[src/verilog/csr_pkg.sv]
// ============================
// Shared widths, types and constants for the machine-mode CSR unit
// Imported by every RTL block and by the testbench
// ============================
package csr_pkg;

  // ============================
  // Widths and types
  // ============================
  localparam int XLEN = 32;                 // RV32 only

  typedef logic [XLEN-1:0] xlen_t;          // One register value
  typedef logic [11:0]     csr_addr_t;      // Architectural CSR address
  typedef logic [13:0]     paddr_t;         // [13:12] alias op, [11:0] CSR

  // Operation picked by the APB address alias bits
  typedef enum logic [1:0] {
    OP_WRITE = 2'b00,                       // Replace
    OP_SET   = 2'b01,                       // OR in wdata
    OP_CLEAR = 2'b10                        // AND with ~wdata
  } csr_op_t;

  typedef logic [1:0] priv_t;
  localparam priv_t PRIV_U = 2'b00;
  localparam priv_t PRIV_S = 2'b01;         // Reserved, no S-mode here
  localparam priv_t PRIV_M = 2'b11;

  typedef logic [4:0] cause_t;              // Exception code, no interrupt bit
  typedef logic [4:0] fflags_t;             // NV DZ OF UF NX
  typedef logic [2:0] frm_t;                // Rounding mode

  // ============================
  // CSR addresses
  // ============================
  // Machine trap setup
  localparam csr_addr_t CSR_MSTATUS   = 12'h300;
  localparam csr_addr_t CSR_MISA      = 12'h301;
  localparam csr_addr_t CSR_MIE       = 12'h304;
  localparam csr_addr_t CSR_MTVEC     = 12'h305;

  // Machine trap handling
  localparam csr_addr_t CSR_MSCRATCH  = 12'h340;
  localparam csr_addr_t CSR_MEPC      = 12'h341;
  localparam csr_addr_t CSR_MCAUSE    = 12'h342;
  localparam csr_addr_t CSR_MTVAL     = 12'h343;
  localparam csr_addr_t CSR_MIP       = 12'h344;

  // Machine identity, read-only range
  localparam csr_addr_t CSR_MVENDORID = 12'hF11;
  localparam csr_addr_t CSR_MARCHID   = 12'hF12;
  localparam csr_addr_t CSR_MIMPID    = 12'hF13;
  localparam csr_addr_t CSR_MHARTID   = 12'hF14;

  // Floating point, user level
  localparam csr_addr_t CSR_FFLAGS    = 12'h001;
  localparam csr_addr_t CSR_FRM       = 12'h002;
  localparam csr_addr_t CSR_FCSR      = 12'h003;  // frm and fflags together

  // ============================
  // Field positions and constants
  // ============================
  localparam int MSTATUS_MIE_BIT  = 3;
  localparam int MSTATUS_MPIE_BIT = 7;
  localparam int MSTATUS_MPP_LSB  = 11;     // MPP is [12:11]

  localparam xlen_t MISA_VALUE   = 32'h4000_0100;  // MXL=1, I base
  localparam xlen_t MIMPID_VALUE = 32'd1;
  localparam priv_t MPP_RESET    = PRIV_M;

endpackage

[src/verilog/csr_apb_port.sv]
// ============================
// APB slave front end of the CSR unit
// Runs the read-modify-write of each access, no wait states
// Old value goes back on prdata, pslverr flags illegal accesses
// ============================
`timescale 1ns/1ps

module csr_apb_port (
  input  logic               clk,
  input  logic               reset_n,
  // APB slave
  input  logic               psel,
  input  logic               penable,
  input  logic               pwrite,
  input  csr_pkg::paddr_t    paddr,
  input  csr_pkg::xlen_t     pwdata,
  output logic               pready,
  output csr_pkg::xlen_t     prdata,
  output logic               pslverr,
  // Checker
  input  logic               illegal,
  output csr_pkg::csr_addr_t rd_addr,
  output logic               access_write,
  // Register blocks
  input  csr_pkg::xlen_t     mtrap_rdata,
  input  csr_pkg::xlen_t     fp_rdata,
  output logic               wr_en,
  output csr_pkg::csr_addr_t wr_addr,
  output csr_pkg::xlen_t     wr_data
);
  import csr_pkg::*;

  logic    setup_q;      // Last cycle was a setup phase
  logic    access;       // Access phase of a proper transfer
  csr_op_t op;
  xlen_t   old_value;    // CSR contents before this access
  xlen_t   new_value;

  // ============================
  // Phase tracking
  // ============================
  always_ff @(posedge clk or negedge reset_n) begin
    if (!reset_n) begin
      setup_q <= 1'b0;
    end else begin
      setup_q <= psel & ~penable;
    end
  end

  assign access = psel & penable & setup_q;

  // Address split, alias bits only matter for writes
  assign op           = csr_op_t'(paddr[13:12]);
  assign rd_addr      = paddr[11:0];
  assign access_write = pwrite;

  // Blocks return zero for addresses they don't own
  assign old_value = mtrap_rdata | fp_rdata;

  always_comb begin
    case (op)
      OP_WRITE: new_value = pwdata;
      OP_SET:   new_value = old_value | pwdata;
      OP_CLEAR: new_value = old_value & ~pwdata;
      default:  new_value = old_value;      // Unused alias, leave as is
    endcase
  end

  // Commit at the edge closing the access phase
  assign wr_en   = access & pwrite & ~illegal;
  assign wr_addr = rd_addr;
  assign wr_data = new_value;

  // APB response
  assign pready  = access;                  // Never stretched
  assign prdata  = access ? old_value : '0;
  assign pslverr = access & illegal;

  // Master must go through a setup phase first
  a_penable_after_psel: assert property (
    @(posedge clk) disable iff (!reset_n)
    $rose(penable) |-> $past(psel)
  );

endmodule

[src/verilog/csr_access_check.sv]
// ============================
// Combinational legality check for one CSR access
// Looks at existence, privilege level and read-only encoding
// ============================
`timescale 1ns/1ps

module csr_access_check (
  input  csr_pkg::csr_addr_t rd_addr,
  input  logic               access_write,   // High for a write access
  input  csr_pkg::priv_t     priv,           // Current hart privilege
  output logic               illegal
);
  import csr_pkg::*;

  logic  exists;
  logic  priv_ok;
  logic  read_only;
  priv_t csr_priv;

  // Implemented set
  always_comb begin
    case (rd_addr)
      CSR_MSTATUS, CSR_MISA, CSR_MIE, CSR_MTVEC,
      CSR_MSCRATCH, CSR_MEPC, CSR_MCAUSE, CSR_MTVAL, CSR_MIP:
        exists = 1'b1;
      CSR_MVENDORID, CSR_MARCHID, CSR_MIMPID, CSR_MHARTID:
        exists = 1'b1;
      CSR_FFLAGS, CSR_FRM, CSR_FCSR:
        exists = 1'b1;
      default:
        exists = 1'b0;
    endcase
  end

  // Minimum privilege sits in address bits [9:8]
  assign csr_priv = rd_addr[9:8];
  assign priv_ok  = (priv >= csr_priv);

  // Top two bits set means read-only, misa is read-only here too
  assign read_only = (rd_addr[11:10] == 2'b11) || (rd_addr == CSR_MISA);

  // Reads skip the read-only test
  assign illegal = !exists || !priv_ok || (access_write && read_only);

endmodule

[src/verilog/csr_machine_trap.sv]
// ============================
// Machine status and trap registers plus the identity CSRs
// Handles trap entry and MRET from the core side band
// Read data is zero for any address not owned here
// ============================
`timescale 1ns/1ps

module csr_machine_trap (
  input  logic               clk,
  input  logic               reset_n,
  // CSR access
  input  csr_pkg::csr_addr_t rd_addr,
  input  logic               wr_en,
  input  csr_pkg::csr_addr_t wr_addr,
  input  csr_pkg::xlen_t     wr_data,
  output csr_pkg::xlen_t     rdata,
  // Core side band
  input  csr_pkg::priv_t     priv,
  input  logic               trap_entry,
  input  csr_pkg::xlen_t     trap_pc,
  input  csr_pkg::cause_t    trap_cause,
  input  csr_pkg::xlen_t     trap_val,
  input  logic               mret,
  output csr_pkg::xlen_t     trap_vector,
  output csr_pkg::xlen_t     mepc_out,
  output logic               mstatus_mie,
  output csr_pkg::priv_t     mpp_out
);
  import csr_pkg::*;

  // ============================
  // State
  // ============================
  logic  status_mie_q;       // mstatus.MIE
  logic  status_mpie_q;      // mstatus.MPIE
  priv_t status_mpp_q;       // mstatus.MPP
  xlen_t mie_q;              // Interrupt enables, no sources yet
  xlen_t mtvec_q;            // Direct mode only
  xlen_t mscratch_q;
  xlen_t mepc_q;
  xlen_t mcause_q;
  xlen_t mtval_q;
  xlen_t mip_q;
  xlen_t mstatus_val;        // Assembled view

  // Only MIE, MPIE and MPP are live, rest reads zero
  always_comb begin
    mstatus_val                            = '0;
    mstatus_val[MSTATUS_MIE_BIT]           = status_mie_q;
    mstatus_val[MSTATUS_MPIE_BIT]          = status_mpie_q;
    mstatus_val[MSTATUS_MPP_LSB +: 2]      = status_mpp_q;
  end

  // ============================
  // Read mux
  // ============================
  always_comb begin
    case (rd_addr)
      CSR_MSTATUS:   rdata = mstatus_val;
      CSR_MISA:      rdata = MISA_VALUE;
      CSR_MIE:       rdata = mie_q;
      CSR_MTVEC:     rdata = mtvec_q;
      CSR_MSCRATCH:  rdata = mscratch_q;
      CSR_MEPC:      rdata = mepc_q;
      CSR_MCAUSE:    rdata = mcause_q;
      CSR_MTVAL:     rdata = mtval_q;
      CSR_MIP:       rdata = mip_q;
      CSR_MVENDORID: rdata = '0;            // Non-commercial
      CSR_MARCHID:   rdata = '0;
      CSR_MIMPID:    rdata = MIMPID_VALUE;
      CSR_MHARTID:   rdata = '0;            // Single hart
      default:       rdata = '0;            // Not ours
    endcase
  end

  // ============================
  // Update
  // ============================
  // Priority: trap entry, then MRET, then CSR write
  always_ff @(posedge clk or negedge reset_n) begin
    if (!reset_n) begin
      status_mie_q  <= 1'b0;
      status_mpie_q <= 1'b0;
      status_mpp_q  <= MPP_RESET;
      mie_q         <= '0;
      mtvec_q       <= '0;
      mscratch_q    <= '0;
      mepc_q        <= '0;
      mcause_q      <= '0;
      mtval_q       <= '0;
      mip_q         <= '0;
    end else if (trap_entry) begin
      mepc_q        <= trap_pc;
      mcause_q      <= {{(XLEN-$bits(cause_t)){1'b0}}, trap_cause};
      mtval_q       <= trap_val;
      status_mpie_q <= status_mie_q;        // Stash enable
      status_mie_q  <= 1'b0;                // Mask in handler
      status_mpp_q  <= priv;                // Where we came from
    end else if (mret) begin
      status_mie_q  <= status_mpie_q;
      status_mpie_q <= 1'b1;
      status_mpp_q  <= PRIV_M;
    end else if (wr_en) begin
      case (wr_addr)
        CSR_MSTATUS: begin
          status_mie_q  <= wr_data[MSTATUS_MIE_BIT];
          status_mpie_q <= wr_data[MSTATUS_MPIE_BIT];
          status_mpp_q  <= wr_data[MSTATUS_MPP_LSB +: 2];
        end
        CSR_MIE:      mie_q      <= wr_data;
        CSR_MTVEC:    mtvec_q    <= {wr_data[XLEN-1:2], 2'b00};  // Word aligned
        CSR_MSCRATCH: mscratch_q <= wr_data;
        CSR_MEPC:     mepc_q     <= {wr_data[XLEN-1:2], 2'b00};  // Word aligned
        CSR_MCAUSE:   mcause_q   <= wr_data;
        CSR_MTVAL:    mtval_q    <= wr_data;
        CSR_MIP:      mip_q      <= wr_data;
        default: ;                          // FP or read-only
      endcase
    end
  end

  // Side band outputs
  assign trap_vector = mtvec_q;
  assign mepc_out    = mepc_q;
  assign mstatus_mie = status_mie_q;
  assign mpp_out     = status_mpp_q;

  // Core retires at most one of these per cycle
  a_no_trap_and_mret: assert property (
    @(posedge clk) disable iff (!reset_n)
    !(trap_entry && mret)
  );

endmodule

[src/verilog/csr_fp_state.sv]
// ============================
// Floating-point CSRs fflags, frm and fcsr
// Sticky flag accumulation from the FPU, forwarded to reads
// ============================
`timescale 1ns/1ps

module csr_fp_state (
  input  logic               clk,
  input  logic               reset_n,
  // CSR access
  input  csr_pkg::csr_addr_t rd_addr,
  input  logic               wr_en,
  input  csr_pkg::csr_addr_t wr_addr,
  input  csr_pkg::xlen_t     wr_data,
  output csr_pkg::xlen_t     rdata,
  // FPU side band
  input  logic               fflags_we,
  input  csr_pkg::fflags_t   fflags_in,
  output csr_pkg::frm_t      frm_out,
  output csr_pkg::fflags_t   fflags_out
);
  import csr_pkg::*;

  frm_t    frm_q;
  fflags_t fflags_q;
  fflags_t fflags_fwd;    // Flags including this cycle's FPU result
  logic    flags_write;   // CSR write hits fflags this cycle

  assign fflags_fwd  = fflags_we ? (fflags_q | fflags_in) : fflags_q;
  assign flags_write = wr_en && (wr_addr == CSR_FFLAGS || wr_addr == CSR_FCSR);

  // fcsr layout: frm [7:5], fflags [4:0]
  always_comb begin
    case (rd_addr)
      CSR_FFLAGS: rdata = {{(XLEN-5){1'b0}}, fflags_fwd};
      CSR_FRM:    rdata = {{(XLEN-3){1'b0}}, frm_q};
      CSR_FCSR:   rdata = {{(XLEN-8){1'b0}}, frm_q, fflags_fwd};
      default:    rdata = '0;
    endcase
  end

  always_ff @(posedge clk or negedge reset_n) begin
    if (!reset_n) begin
      frm_q <= '0;                          // RNE
    end else if (wr_en && (wr_addr == CSR_FRM)) begin
      frm_q <= wr_data[2:0];
    end else if (wr_en && (wr_addr == CSR_FCSR)) begin
      frm_q <= wr_data[7:5];
    end
  end

  // CSR write beats accumulation
  always_ff @(posedge clk or negedge reset_n) begin
    if (!reset_n) begin
      fflags_q <= '0;
    end else if (flags_write) begin
      fflags_q <= wr_data[4:0];
    end else if (fflags_we) begin
      fflags_q <= fflags_fwd;               // Sticky OR
    end
  end

  assign frm_out    = frm_q;
  assign fflags_out = fflags_q;

endmodule

[src/verilog/csr_unit.sv]
// ============================
// CSR unit top level
// APB port, access checker, machine trap block and FP block
// ============================
`timescale 1ns/1ps

module csr_unit (
  input  logic               clk,
  input  logic               reset_n,
  // APB slave
  input  logic               psel,
  input  logic               penable,
  input  logic               pwrite,
  input  csr_pkg::paddr_t    paddr,
  input  csr_pkg::xlen_t     pwdata,
  output logic               pready,
  output csr_pkg::xlen_t     prdata,
  output logic               pslverr,
  // Core side band
  input  csr_pkg::priv_t     priv,
  input  logic               trap_entry,
  input  csr_pkg::xlen_t     trap_pc,
  input  csr_pkg::cause_t    trap_cause,
  input  csr_pkg::xlen_t     trap_val,
  input  logic               mret,
  output csr_pkg::xlen_t     trap_vector,
  output csr_pkg::xlen_t     mepc_out,
  output logic               mstatus_mie,
  output csr_pkg::priv_t     mpp_out,
  // FPU side band
  input  logic               fflags_we,
  input  csr_pkg::fflags_t   fflags_in,
  output csr_pkg::frm_t      frm_out,
  output csr_pkg::fflags_t   fflags_out
);
  import csr_pkg::*;

  csr_addr_t rd_addr;
  csr_addr_t wr_addr;
  xlen_t     wr_data;
  xlen_t     mtrap_rdata;
  xlen_t     fp_rdata;
  logic      access_write;
  logic      wr_en;
  logic      illegal;

  csr_apb_port u_port (
    .clk          (clk),
    .reset_n      (reset_n),
    .psel         (psel),
    .penable      (penable),
    .pwrite       (pwrite),
    .paddr        (paddr),
    .pwdata       (pwdata),
    .pready       (pready),
    .prdata       (prdata),
    .pslverr      (pslverr),
    .illegal      (illegal),
    .rd_addr      (rd_addr),
    .access_write (access_write),
    .mtrap_rdata  (mtrap_rdata),
    .fp_rdata     (fp_rdata),
    .wr_en        (wr_en),
    .wr_addr      (wr_addr),
    .wr_data      (wr_data)
  );

  csr_access_check u_check (
    .rd_addr      (rd_addr),
    .access_write (access_write),
    .priv         (priv),
    .illegal      (illegal)
  );

  csr_machine_trap u_mtrap (
    .clk         (clk),
    .reset_n     (reset_n),
    .rd_addr     (rd_addr),
    .wr_en       (wr_en),
    .wr_addr     (wr_addr),
    .wr_data     (wr_data),
    .rdata       (mtrap_rdata),
    .priv        (priv),
    .trap_entry  (trap_entry),
    .trap_pc     (trap_pc),
    .trap_cause  (trap_cause),
    .trap_val    (trap_val),
    .mret        (mret),
    .trap_vector (trap_vector),
    .mepc_out    (mepc_out),
    .mstatus_mie (mstatus_mie),
    .mpp_out     (mpp_out)
  );

  csr_fp_state u_fp (
    .clk        (clk),
    .reset_n    (reset_n),
    .rd_addr    (rd_addr),
    .wr_en      (wr_en),
    .wr_addr    (wr_addr),
    .wr_data    (wr_data),
    .rdata      (fp_rdata),
    .fflags_we  (fflags_we),
    .fflags_in  (fflags_in),
    .frm_out    (frm_out),
    .fflags_out (fflags_out)
  );

endmodule

[config.mk]
export PLATFORM = sky130hd
export DESIGN_NAME = csr_unit
export DESIGN_NICKNAME = d
export VERILOG_FILES = /design/src/verilog/csr_pkg.sv /design/src/verilog/csr_apb_port.sv /design/src/verilog/csr_access_check.sv /design/src/verilog/csr_machine_trap.sv /design/src/verilog/csr_fp_state.sv /design/src/verilog/csr_unit.sv
export SDC_FILE = /design/constraint.sdc
export NUM_CORES = 1
export LEC_CHECK = 0
export BUFFER_PORTS_ARGS = -buffer_cell sky130_fd_sc_hd__buf_4
export CAP_MARGIN = 15
export CELL_PAD_IN_SITES_DETAIL_PLACEMENT = 1
export CELL_PAD_IN_SITES_GLOBAL_PLACEMENT = 1
export CORE_MARGIN = 3
export CORE_UTILIZATION = 46
export DETAILED_ROUTE_END_ITERATION = 10
export GPL_ROUTABILITY_DRIVEN = 0
export PLACE_DENSITY_LB_ADDON = 0.1
export SLEW_MARGIN = 20
export SYNTH_ARGS = -nofsm -noshare
export SYNTH_HDL_FRONTEND = slang
export SYNTH_SLANG_ARGS = --single-unit
[constraint.sdc]
create_clock -name clk -period 4.39 [get_ports clk]
set_input_delay 0.878 -clock clk [delete_from_list [all_inputs] [get_ports clk]]
set_output_delay 0.878 -clock clk [all_outputs]
set_load 0.02 [all_outputs]
==> results of run 1 <==
-- per-layer routing --
metal,wire (um),track usage,vias up
li1,-,-,5407
met1,21320,0.4950,6425
met2,25130,0.5798,756
met3,4944,0.06295,157
met4,2628,0.1534,0
met5,0,0,-
-- registers in the layout (all words and copies together) (netlist names), 2 cells and up --
| signal | flops |
|---|---|
| u_mtrap.mcause_q | 32 |
| u_mtrap.mie_q | 32 |
| u_mtrap.mpp_out | 2 |
| u_mtrap.mscratch_q | 32 |
| u_fp.fflags_out | 5 |
| u_mtrap.mtval_q | 32 |
| u_mtrap.mip_q | 32 |
| u_mtrap.trap_vector | 30 |
| u_fp.frm_out | 3 |
| u_mtrap.mepc_out | 32 |
-- kinds of logic after synthesis --
group	Yosys count	synth area share
multiplexers	61	0.05412
buffers and inverters	157	0.05372
AO/OA/AOI/OAI	508	0.2619
AND/OR/NAND/NOR	384	0.1549
other	1	0.0003015
adder cells (fa/ha/maj)	2	0.002012
flip-flops	235	0.4730
-- metrics by stage --
step           power (mW)  utilization  area (um2)
6_report            5.388       0.5987       15730
4_1_cts             5.386       0.5975       15700
5_1_grt             5.552       0.5987       15730
2_1_floorplan       2.595            -       12440
3_3_place_gp        2.933       0.5606       14730
3_5_place_dp        2.948       0.5606       14730
-- cells in the final DEF (no fill, tap or decap), drive strengths merged, types with 20 or more instances in the layout --
master / count
buf: 305
a21oi: 60
mux2i: 38
a211oi: 32
mux2: 20
inv: 39
a2bb2oi: 20
o21ai: 203
clkbuf: 34
nor2: 87
nand2: 163
dfrtp: 233
a22oi: 73
nand3: 24
-- worst reg2reg max path, cell delays in order, from the launching register on --
cell,delay (ns)
dfrtp_1,0.34
nand3_2,0.10
inv_1,0.28
nand3_1,0.37
nor3_1,0.80
nand3_2,0.56
buf_12,0.36
nand2_1,0.13
o21ai_0,0.09
-- where the power goes --
part | switching, mW | total [mW] | internal [mW] | leakage [nW]
clock network | 0.963 | 2.46 | 1.50 | 0.483
registers | 0.0550 | 2.28 | 2.23 | 3.12
logic | 0.400 | 0.646 | 0.246 | 3.34
total | 1.42 | 5.39 | 3.97 | 6.94
-- worst min path at each step --
stage | start | to | slack (ns) | cells after the start
after floorplan | u_mtrap.mip_q[11] | u_mtrap.mip_q[11] | 0.44 | 2
after global placement | u_mtrap.mip_q[11] | u_mtrap.mip_q[11] | 0.46 | 2
after detailed placement | u_mtrap.mscratch_q[4] | u_mtrap.mscratch_q[4] | 0.47 | 2
after CTS | u_mtrap.mscratch_q[4] | u_mtrap.mscratch_q[4] | 0.48 | 2
after global routing | reset_n | u_mtrap.mie_q[4] | 0.20 | 1
final | reset_n | u_mtrap.trap_vector[6] | 0.20 | 1
-- layout make-up --
type	count	area share
Clock inverter	16	0.01177
Timing Repair Buffer	305	0.1505
Inverter	41	0.009781
Tap cell	335	0.02664
Sequential cell	235	0.3739
Multi-Input combinational cell	957	0.3773
Clock buffer	34	0.04986
Antenna cell	2	0.0003181
==> results.toml, run 1 <==
[run_status]
status = "finished, final reports clean"

[logic_synthesis]
ys_ff_latch = 235
synth_seq_area_share = 0.4730
synth_edf_count = 0
synth_top_area_share = 0.4688
synth.most_common_cell = "dfrtp_1"
synth_area_leaders = "dfrtp_1 (47%), o21ai_0 (7.2%), nand2_1 (4.9%)"
synth_cells = 1348
syn_avg_cell_area_um2 = 9.226
async_reset_ff_frac = 1.000
synth_ff_type = "dfrtp_1"
syn-cell-area_um2 = 12440
synth.distinct_cells = 85
synthTopCellsByCount = "dfrtp_1 (233), o21ai_0 (180), nand2_1 (163)"
yosysWarnings = 0
synth_top_area_cell = "dfrtp_1"

[placement]
dp_cells = 1872
io_buffers = 236
dp_hpwl_um = 36650
dp_slack_ns = 0.4917

[layout]
fill_cells = 2970
final_cells = 1925
drive_gt1_frac = 0.2594
syn_to_final_growth_pct = 26.51
nets = 1700
multi_input_area_um2 = 5936
seq_area_um2 = 5883

[clocking]
cts_buffers = 28
clkTransAtPathRegs_ns = 0.06
cts_sinks = 235
cts_hold_buffers = 0
h-tree-depth = 1
cts_tree = "yes"
clock_latency_ns = 0.55
cts_root_buf = "clkbuf_16"
cts_resized = 0
postCtsSetupRepairBufs = 0
cts_max_path_buffers = 3

[route]
vias = 12750
vias_per_cell = 6.621
antenna_left = 0
drc_errors = 0
totalWireLength_um = 54020
drt_first_pass_iters = 7
wl_per_cell_um = 28.06
drt_iter0_drc = 1381

[die]
dieHeight_um = 170.4
initial_core_util = 0.4732
rows = 59
die_x_um = 170.4
ioPinCount = 239
die_area_um2 = 29050
core_area_um2 = 26280

[job]
max_cap_viol_count = 0

[global_routing]
grt_pass1_vias = 13030
grt.total_usage = 0.3643
antenna_found_initial = 1
grt_max_degree = 130
overflow = 0
grt_pass1_wl_um = 80910

[sta]
whs_ns = 0.1956
worst_pin_slew_ns = 0.9125
drv_slew = 0
skew_ns = 0.007845
final.min_clock_period_ns = 3.977
finalSetupTns_ns = 0
rsz0062_at_grt = "false"
setup-violations-final = 0
setup_ws_ns = 0.4129
period_share = 0.9060
fmax_mhz = 251.4
slew_headroom = 0.3894
hold_viol = 0

[worst_setup_path]
reg2reg_depth = 8
crit_family = "buffers and inverters"
path_class = "input port to output port"
slowest_delay_ns = 0.39
cp.depth = 9
crit_arrival_ns = 3.10
start_kind = "input port"
path_max_fanout = 25
r2r_slack_ns = 1.22
worstSetupStartpoint = "paddr[0]"
crit_slowest_cell = "buf_4"
crit_top_cell = "buf_4"
crit_end = "prdata[11]"
cp.required_ns = 3.51
r2r_end = "u_mtrap.mip_q[16]"
worst-path-buf-inv = 4
worstPathCellList = "buf_4 -> buf_4 -> nor4b_2 -> buf_4 -> o2bb2ai_1 -> o21ai_0 -> o21ai_0 -> and3_1 -> buf_4"
rr_startpoint = "u_port.setup_q"
worstSetupEndpointType = "output port"

[power]
peakVddDrop_v = 0.0002416
cellPowerDensity_nw_per_um2 = 342.4
cellLeakagePower_nw = 6.941

[worst_hold_path]
holdCritPathClass = "input port to asynchronous set/reset pin"
Power figures use the tool's default switching activity.
==> inputs of run 2 (changes only) <==
--- a/config.mk
+++ b/config.mk
@@ -10,10 +10,11 @@
 export CELL_PAD_IN_SITES_DETAIL_PLACEMENT = 1
 export CELL_PAD_IN_SITES_GLOBAL_PLACEMENT = 1
 export CORE_MARGIN = 3
-export CORE_UTILIZATION = 46
+export CORE_UTILIZATION = 42
 export DETAILED_ROUTE_END_ITERATION = 10
 export GPL_ROUTABILITY_DRIVEN = 0
 export PLACE_DENSITY_LB_ADDON = 0.1
+export SKIP_CTS_REPAIR_TIMING = 1
 export SLEW_MARGIN = 20
 export SYNTH_ARGS = -nofsm -noshare
 export SYNTH_HDL_FRONTEND = slang
==> constraint.sdc (replaced) <==
create_clock -name clk -period 4.46 [get_ports clk]
set_input_delay 0.892 -clock clk [delete_from_list [all_inputs] [get_ports clk]]
set_output_delay 0.892 -clock clk [all_outputs]
set_load 0.02 [all_outputs]
==> results.toml, run 2 (synthesis results as in run 1) <==
[clocking]
h-tree-depth = 1
clock_latency_ns = 0.55
cts_root_buf = "clkbuf_16"
cts_tree = "yes"
cts_max_path_buffers = 3
cts_buffers = 27
cts_sinks = 235
clkTransAtPathRegs_ns = 0.06

[die]
core_area_um2 = 28940
rows = 62
initial_core_util = 0.4298
dieHeight_um = 178.1
die_x_um = 178.1
ioPinCount = 239
die_area_um2 = 31710

[worst_setup_path]
worstSetupStartpoint = "paddr[2]"
cp.required_ns = 3.57
path_class = "input port to output port"
rr_startpoint = "u_port.setup_q"
crit_arrival_ns = 3.10
path_max_fanout = 35
reg2reg_depth = 8
crit_end = "prdata[15]"
r2r_slack_ns = 1.30
r2r_end = "u_mtrap.mscratch_q[20]"
worstSetupEndpointType = "output port"
start_kind = "input port"

[sta]
hold_viol = 0
final.min_clock_period_ns = 3.997
fmax_mhz = 250.2
period_share = 0.8962
slew_headroom = 0.3303
skew_ns = 0.01995
finalSetupTns_ns = 0
rsz0062_at_grt = "false"
worst_pin_slew_ns = 1.004
drv_slew = 0
setup-violations-final = 0

[layout]
layout_common_cells = "buf_4 (296), dfrtp_1 (233), o21ai_0 (180), nand2_1 (163), nor2_1 (86)"
seq_area_um2 = 5883
multi_input_area_um2 = 5941
syn_to_final_growth_pct = 25.85
final_common_cell = "buf_4"
nets = 1696
fill_cells = 3357
final_cell_area_um2 = 15650
drive_gt1_frac = 0.2521

[global_routing]
antenna_found_initial = 1
grt_pass1_vias = 12610
grt_max_degree = 99
overflow = 0
grt_pass1_wl_um = 79250
grt.total_usage = 0.3314

[route]
drc_errors = 0
vias = 12460
wl_per_cell_um = 27.16
drt_iter0_drc = 1169
antenna_left = 0
vias_per_cell = 6.331
drt_first_pass_iters = 8
totalWireLength_um = 53450

[placement]
io_buffers = 236
dpl_cell_area_um2 = 14800
dp_hpwl_um = 37010

[job]
max_cap_viol_count = 0

[power]
cellLeakagePower_nw = 6.862
p_total_mw = 5.071
peakVddDrop_v = 0.0002606
cellPowerDensity_nw_per_um2 = 324.0

[worst_hold_path]
holdCritPathClass = "input port to asynchronous set/reset pin"

[run_status]
status = "finished, final reports clean"
[run 2: cell count changes in the layout (fill, tap and decap cells not counted)]
cell	before	now
nor3_1	16	15
bufinv_16	4	2
clkinv_2	10	5
buf_4	299	296
clkinvlp_4	2	0
clkbuf_1	1	10
buf_12	4	5
nor3_2	2	3
clkbuf_16	29	27
diode_2	2	1
buf_16	1	0
[run 2: worst min path at each step]
stage | to | slack [ns] | cells after the start
floorplan | u_mtrap.mip_q[11] | 0.44 | 2
global placement | u_mtrap.mscratch_q[1] | 0.45 | 2
detailed placement | u_mtrap.mip_q[19] | 0.46 | 2
CTS | u_mtrap.trap_vector[6] | 0.41 | 1
global route | u_mtrap.trap_vector[6] | 0.42 | 1
finish | u_mtrap.mie_q[6] | 0.35 | 1
[run 2: worst max-delay path, stage by stage]
cell,delay [ns]
buf_4,0.40
buf_4,0.35
nor4b_2,0.25
buf_4,0.39
a22oi_1,0.16
o32ai_1,0.17
a21oi_1,0.18
nor2_1,0.11
buf_4,0.15
[run 2: layout make-up]
| class | count | share of cell area |
|---|---|---|
| timing repair buffer | 302 | 0.1493 |
| sequential | 235 | 0.3759 |
| tap | 384 | 0.03070 |
| clock buffer | 41 | 0.04908 |
| multi-input combinational | 957 | 0.3796 |
| clock inverter | 7 | 0.005436 |
| antenna | 1 | 0.0001599 |
| inverter | 41 | 0.009833 |
[run 2: power by group]
part           total, mW  internal, mW  switching (mW)  leakage, nW
Combinational      0.630         0.238           0.391         3.32
Clock               2.19          1.29           0.902        0.421
Sequential          2.25          2.19          0.0543         3.12
Total               5.07          3.72            1.35         6.86
[run 2: routing by layer]
metal,vias up,track usage,wire length (um)
li1,5399,-,-
met1,6342,0.4551,22620
met2,592,0.5274,24630
met3,124,0.05215,4087
met4,2,0.1289,2099
met5,-,0,13
[run 2: through the flow]
| stage | worst slack [ns] | cells | utilization | hold WS, ns |
|---|---|---|---|---|
| floorplan | 0.9127 | 1349 | - | 0.4414 |
| global placement | 0.5317 | 1919 | 0.5113 | 0.4534 |
| detailed placement | 0.5512 | 1919 | 0.5113 | 0.4628 |
| CTS | 0.5208 | 1967 | 0.5408 | 0.4101 |
| global route | 0.3872 | 1967 | 0.5408 | 0.4235 |
| finish | 0.4630 | 1968 | 0.5409 | 0.3547 |
==> inputs of run 3 (changes only) <==
--- a/config.mk
+++ b/config.mk
@@ -13,6 +13,7 @@
 export CORE_UTILIZATION = 42
 export DETAILED_ROUTE_END_ITERATION = 10
 export GPL_ROUTABILITY_DRIVEN = 0
+export MAX_ROUTING_LAYER = met4
 export PLACE_DENSITY_LB_ADDON = 0.1
 export SKIP_CTS_REPAIR_TIMING = 1
 export SLEW_MARGIN = 20
==> results.toml, run 3 (synthesis results as in run 1) <==
[clocking]
cts_tree = "yes"
cts_buffers = 27
h-tree-depth = 1
cts_root_buf = "clkbuf_16"
clkTransAtPathRegs_ns = 0.06
cts_sinks = 235
cts_max_path_buffers = 3
clock_latency_ns = 0.54

[route]
vias_per_cell = 6.350
drc_errors = 0
drt_first_pass_iters = 5
wl_per_cell_um = 27.16
drt_iter0_drc = 1225
totalWireLength_um = 53450
antenna_left = 0
vias = 12500

[die]
dieHeight_um = 178.1
core_area_um2 = 28940
rows = 62
ioPinCount = 239
die_x_um = 178.1
die_area_um2 = 31710
initial_core_util = 0.4298

[worst_hold_path]
holdCritPathClass = "input port to asynchronous set/reset pin"

[global_routing]
grt_pass1_wl_um = 79250
antenna_found_initial = 1
overflow = 0
grt_max_degree = 99
grt_pass1_vias = 12600
grt.total_usage = 0.3411

[sta]
slew_headroom = 0.3269
finalSetupTns_ns = 0
fmax_mhz = 248.7
hold_viol = 0
drv_slew = 0
worst_pin_slew_ns = 1.010
rsz0062_at_grt = "false"
setup-violations-final = 0
final.min_clock_period_ns = 4.021
period_share = 0.9016
skew_ns = 0.01722

[power]
p_comb_frac = 0.124
cellLeakagePower_nw = 6.862
switching_power_mw = 1.342
pwr-share-clk = 0.432
swShare = 0.2649
cellPowerDensity_nw_per_um2 = 323.7
peakVddDrop_v = 0.0002572
seqPwrFrac = 0.444
p_total_mw = 5.066
p_int_mw = 3.724

[worst_setup_path]
path_class = "input port to output port"
crit_top_cell = "buf_4"
r2r_slack_ns = 1.32
cp.required_ns = 3.57
rr_startpoint = "u_port.setup_q"
worstSetupEndpointType = "output port"
cp.depth = 8
crit_family = "buffers and inverters"
r2r_end = "u_mtrap.mscratch_q[16]"
crit_arrival_ns = 3.13
reg2reg_depth = 8
crit_slowest_cell = "nor4bb_2"
path_max_fanout = 35
start_kind = "input port"
worst-path-buf-inv = 4
worstPathCellList = "buf_4 -> buf_4 -> nor4bb_2 -> buf_4 -> a222oi_1 -> o22a_1 -> nor2_1 -> buf_4"
slowest_delay_ns = 0.73

[layout]
syn_to_final_growth_pct = 25.85
layout_common_cells = "buf_4 (296), dfrtp_1 (233), o21ai_0 (180), nand2_1 (163), nor2_1 (86)"
seq_area_um2 = 5883
multi_input_area_um2 = 5941
drive_gt1_frac = 0.2521
nets = 1696
final_common_cell = "buf_4"
fill_cells = 3358

[placement]
dp_hpwl_um = 37010
io_buffers = 236

[run_status]
status = "finished, final reports clean"

[job]
max_cap_viol_count = 0
## run 3: cell counts in the layout (fill, tap and decap cells not counted)
Identical to the previous run, type by type.
## run 3: stage by stage
step	cells	hold slack [ns]	utilization	instance area [um2]	worst slack, ns
6_report	1968	0.3376	0.5409	15650	0.4388
2_1_floorplan	1349	0.4414	-	12440	0.9127
3_3_place_gp	1919	0.4534	0.5113	14800	0.5317
5_1_grt	1968	0.4210	0.5409	15650	0.3890
3_5_place_dp	1919	0.4628	0.5113	14800	0.5512
4_1_cts	1967	0.4101	0.5408	15650	0.5208
## run 3: worst max-delay path by stage
stage | start | endpoint | slack (ns)
finish | paddr[2] | prdata[10] | 0.44
global route | paddr[2] | prdata[0] | 0.39
CTS | paddr[2] | prdata[15] | 0.52
detailed placement | paddr[0] | prdata[12] | 0.55
global placement | paddr[0] | prdata[12] | 0.53
floorplan | paddr[11] | prdata[2] | 0.91
## run 3: final cells by class
type | instances | area share
well taps | 384 | 0.03070
diodes | 1 | 0.0001599
inverters | 41 | 0.009833
clock buffers | 41 | 0.04908
repair buffers | 302 | 0.1493
clock inverters | 7 | 0.005436
flip-flops and latches | 235 | 0.3759
multi-input cells | 957 | 0.3796
## run 3: power groups by stage
stage                     Sequential, mW  Clock [mW]  Combinational (mW)
after floorplan                     2.30           0               0.258
after global placement              2.28           0               0.612
after detailed placement            2.28           0               0.623
after CTS                           2.25        2.21               0.626
after global routing                2.25        2.31               0.674
final                               2.25        2.19               0.630
## run 3: layer usage
metal | up-vias | track usage | share of wire | wire (um)
met4 | 0 | 0.1289 | 0.040 | 2125
li1 | 5408 | - | - | -
met5 | - | - | 0 | 0
met2 | 567 | 0.5278 | 0.46 | 24800
met1 | 6398 | 0.4571 | 0.42 | 22600
met3 | 124 | 0.04874 | 0.073 | 3923
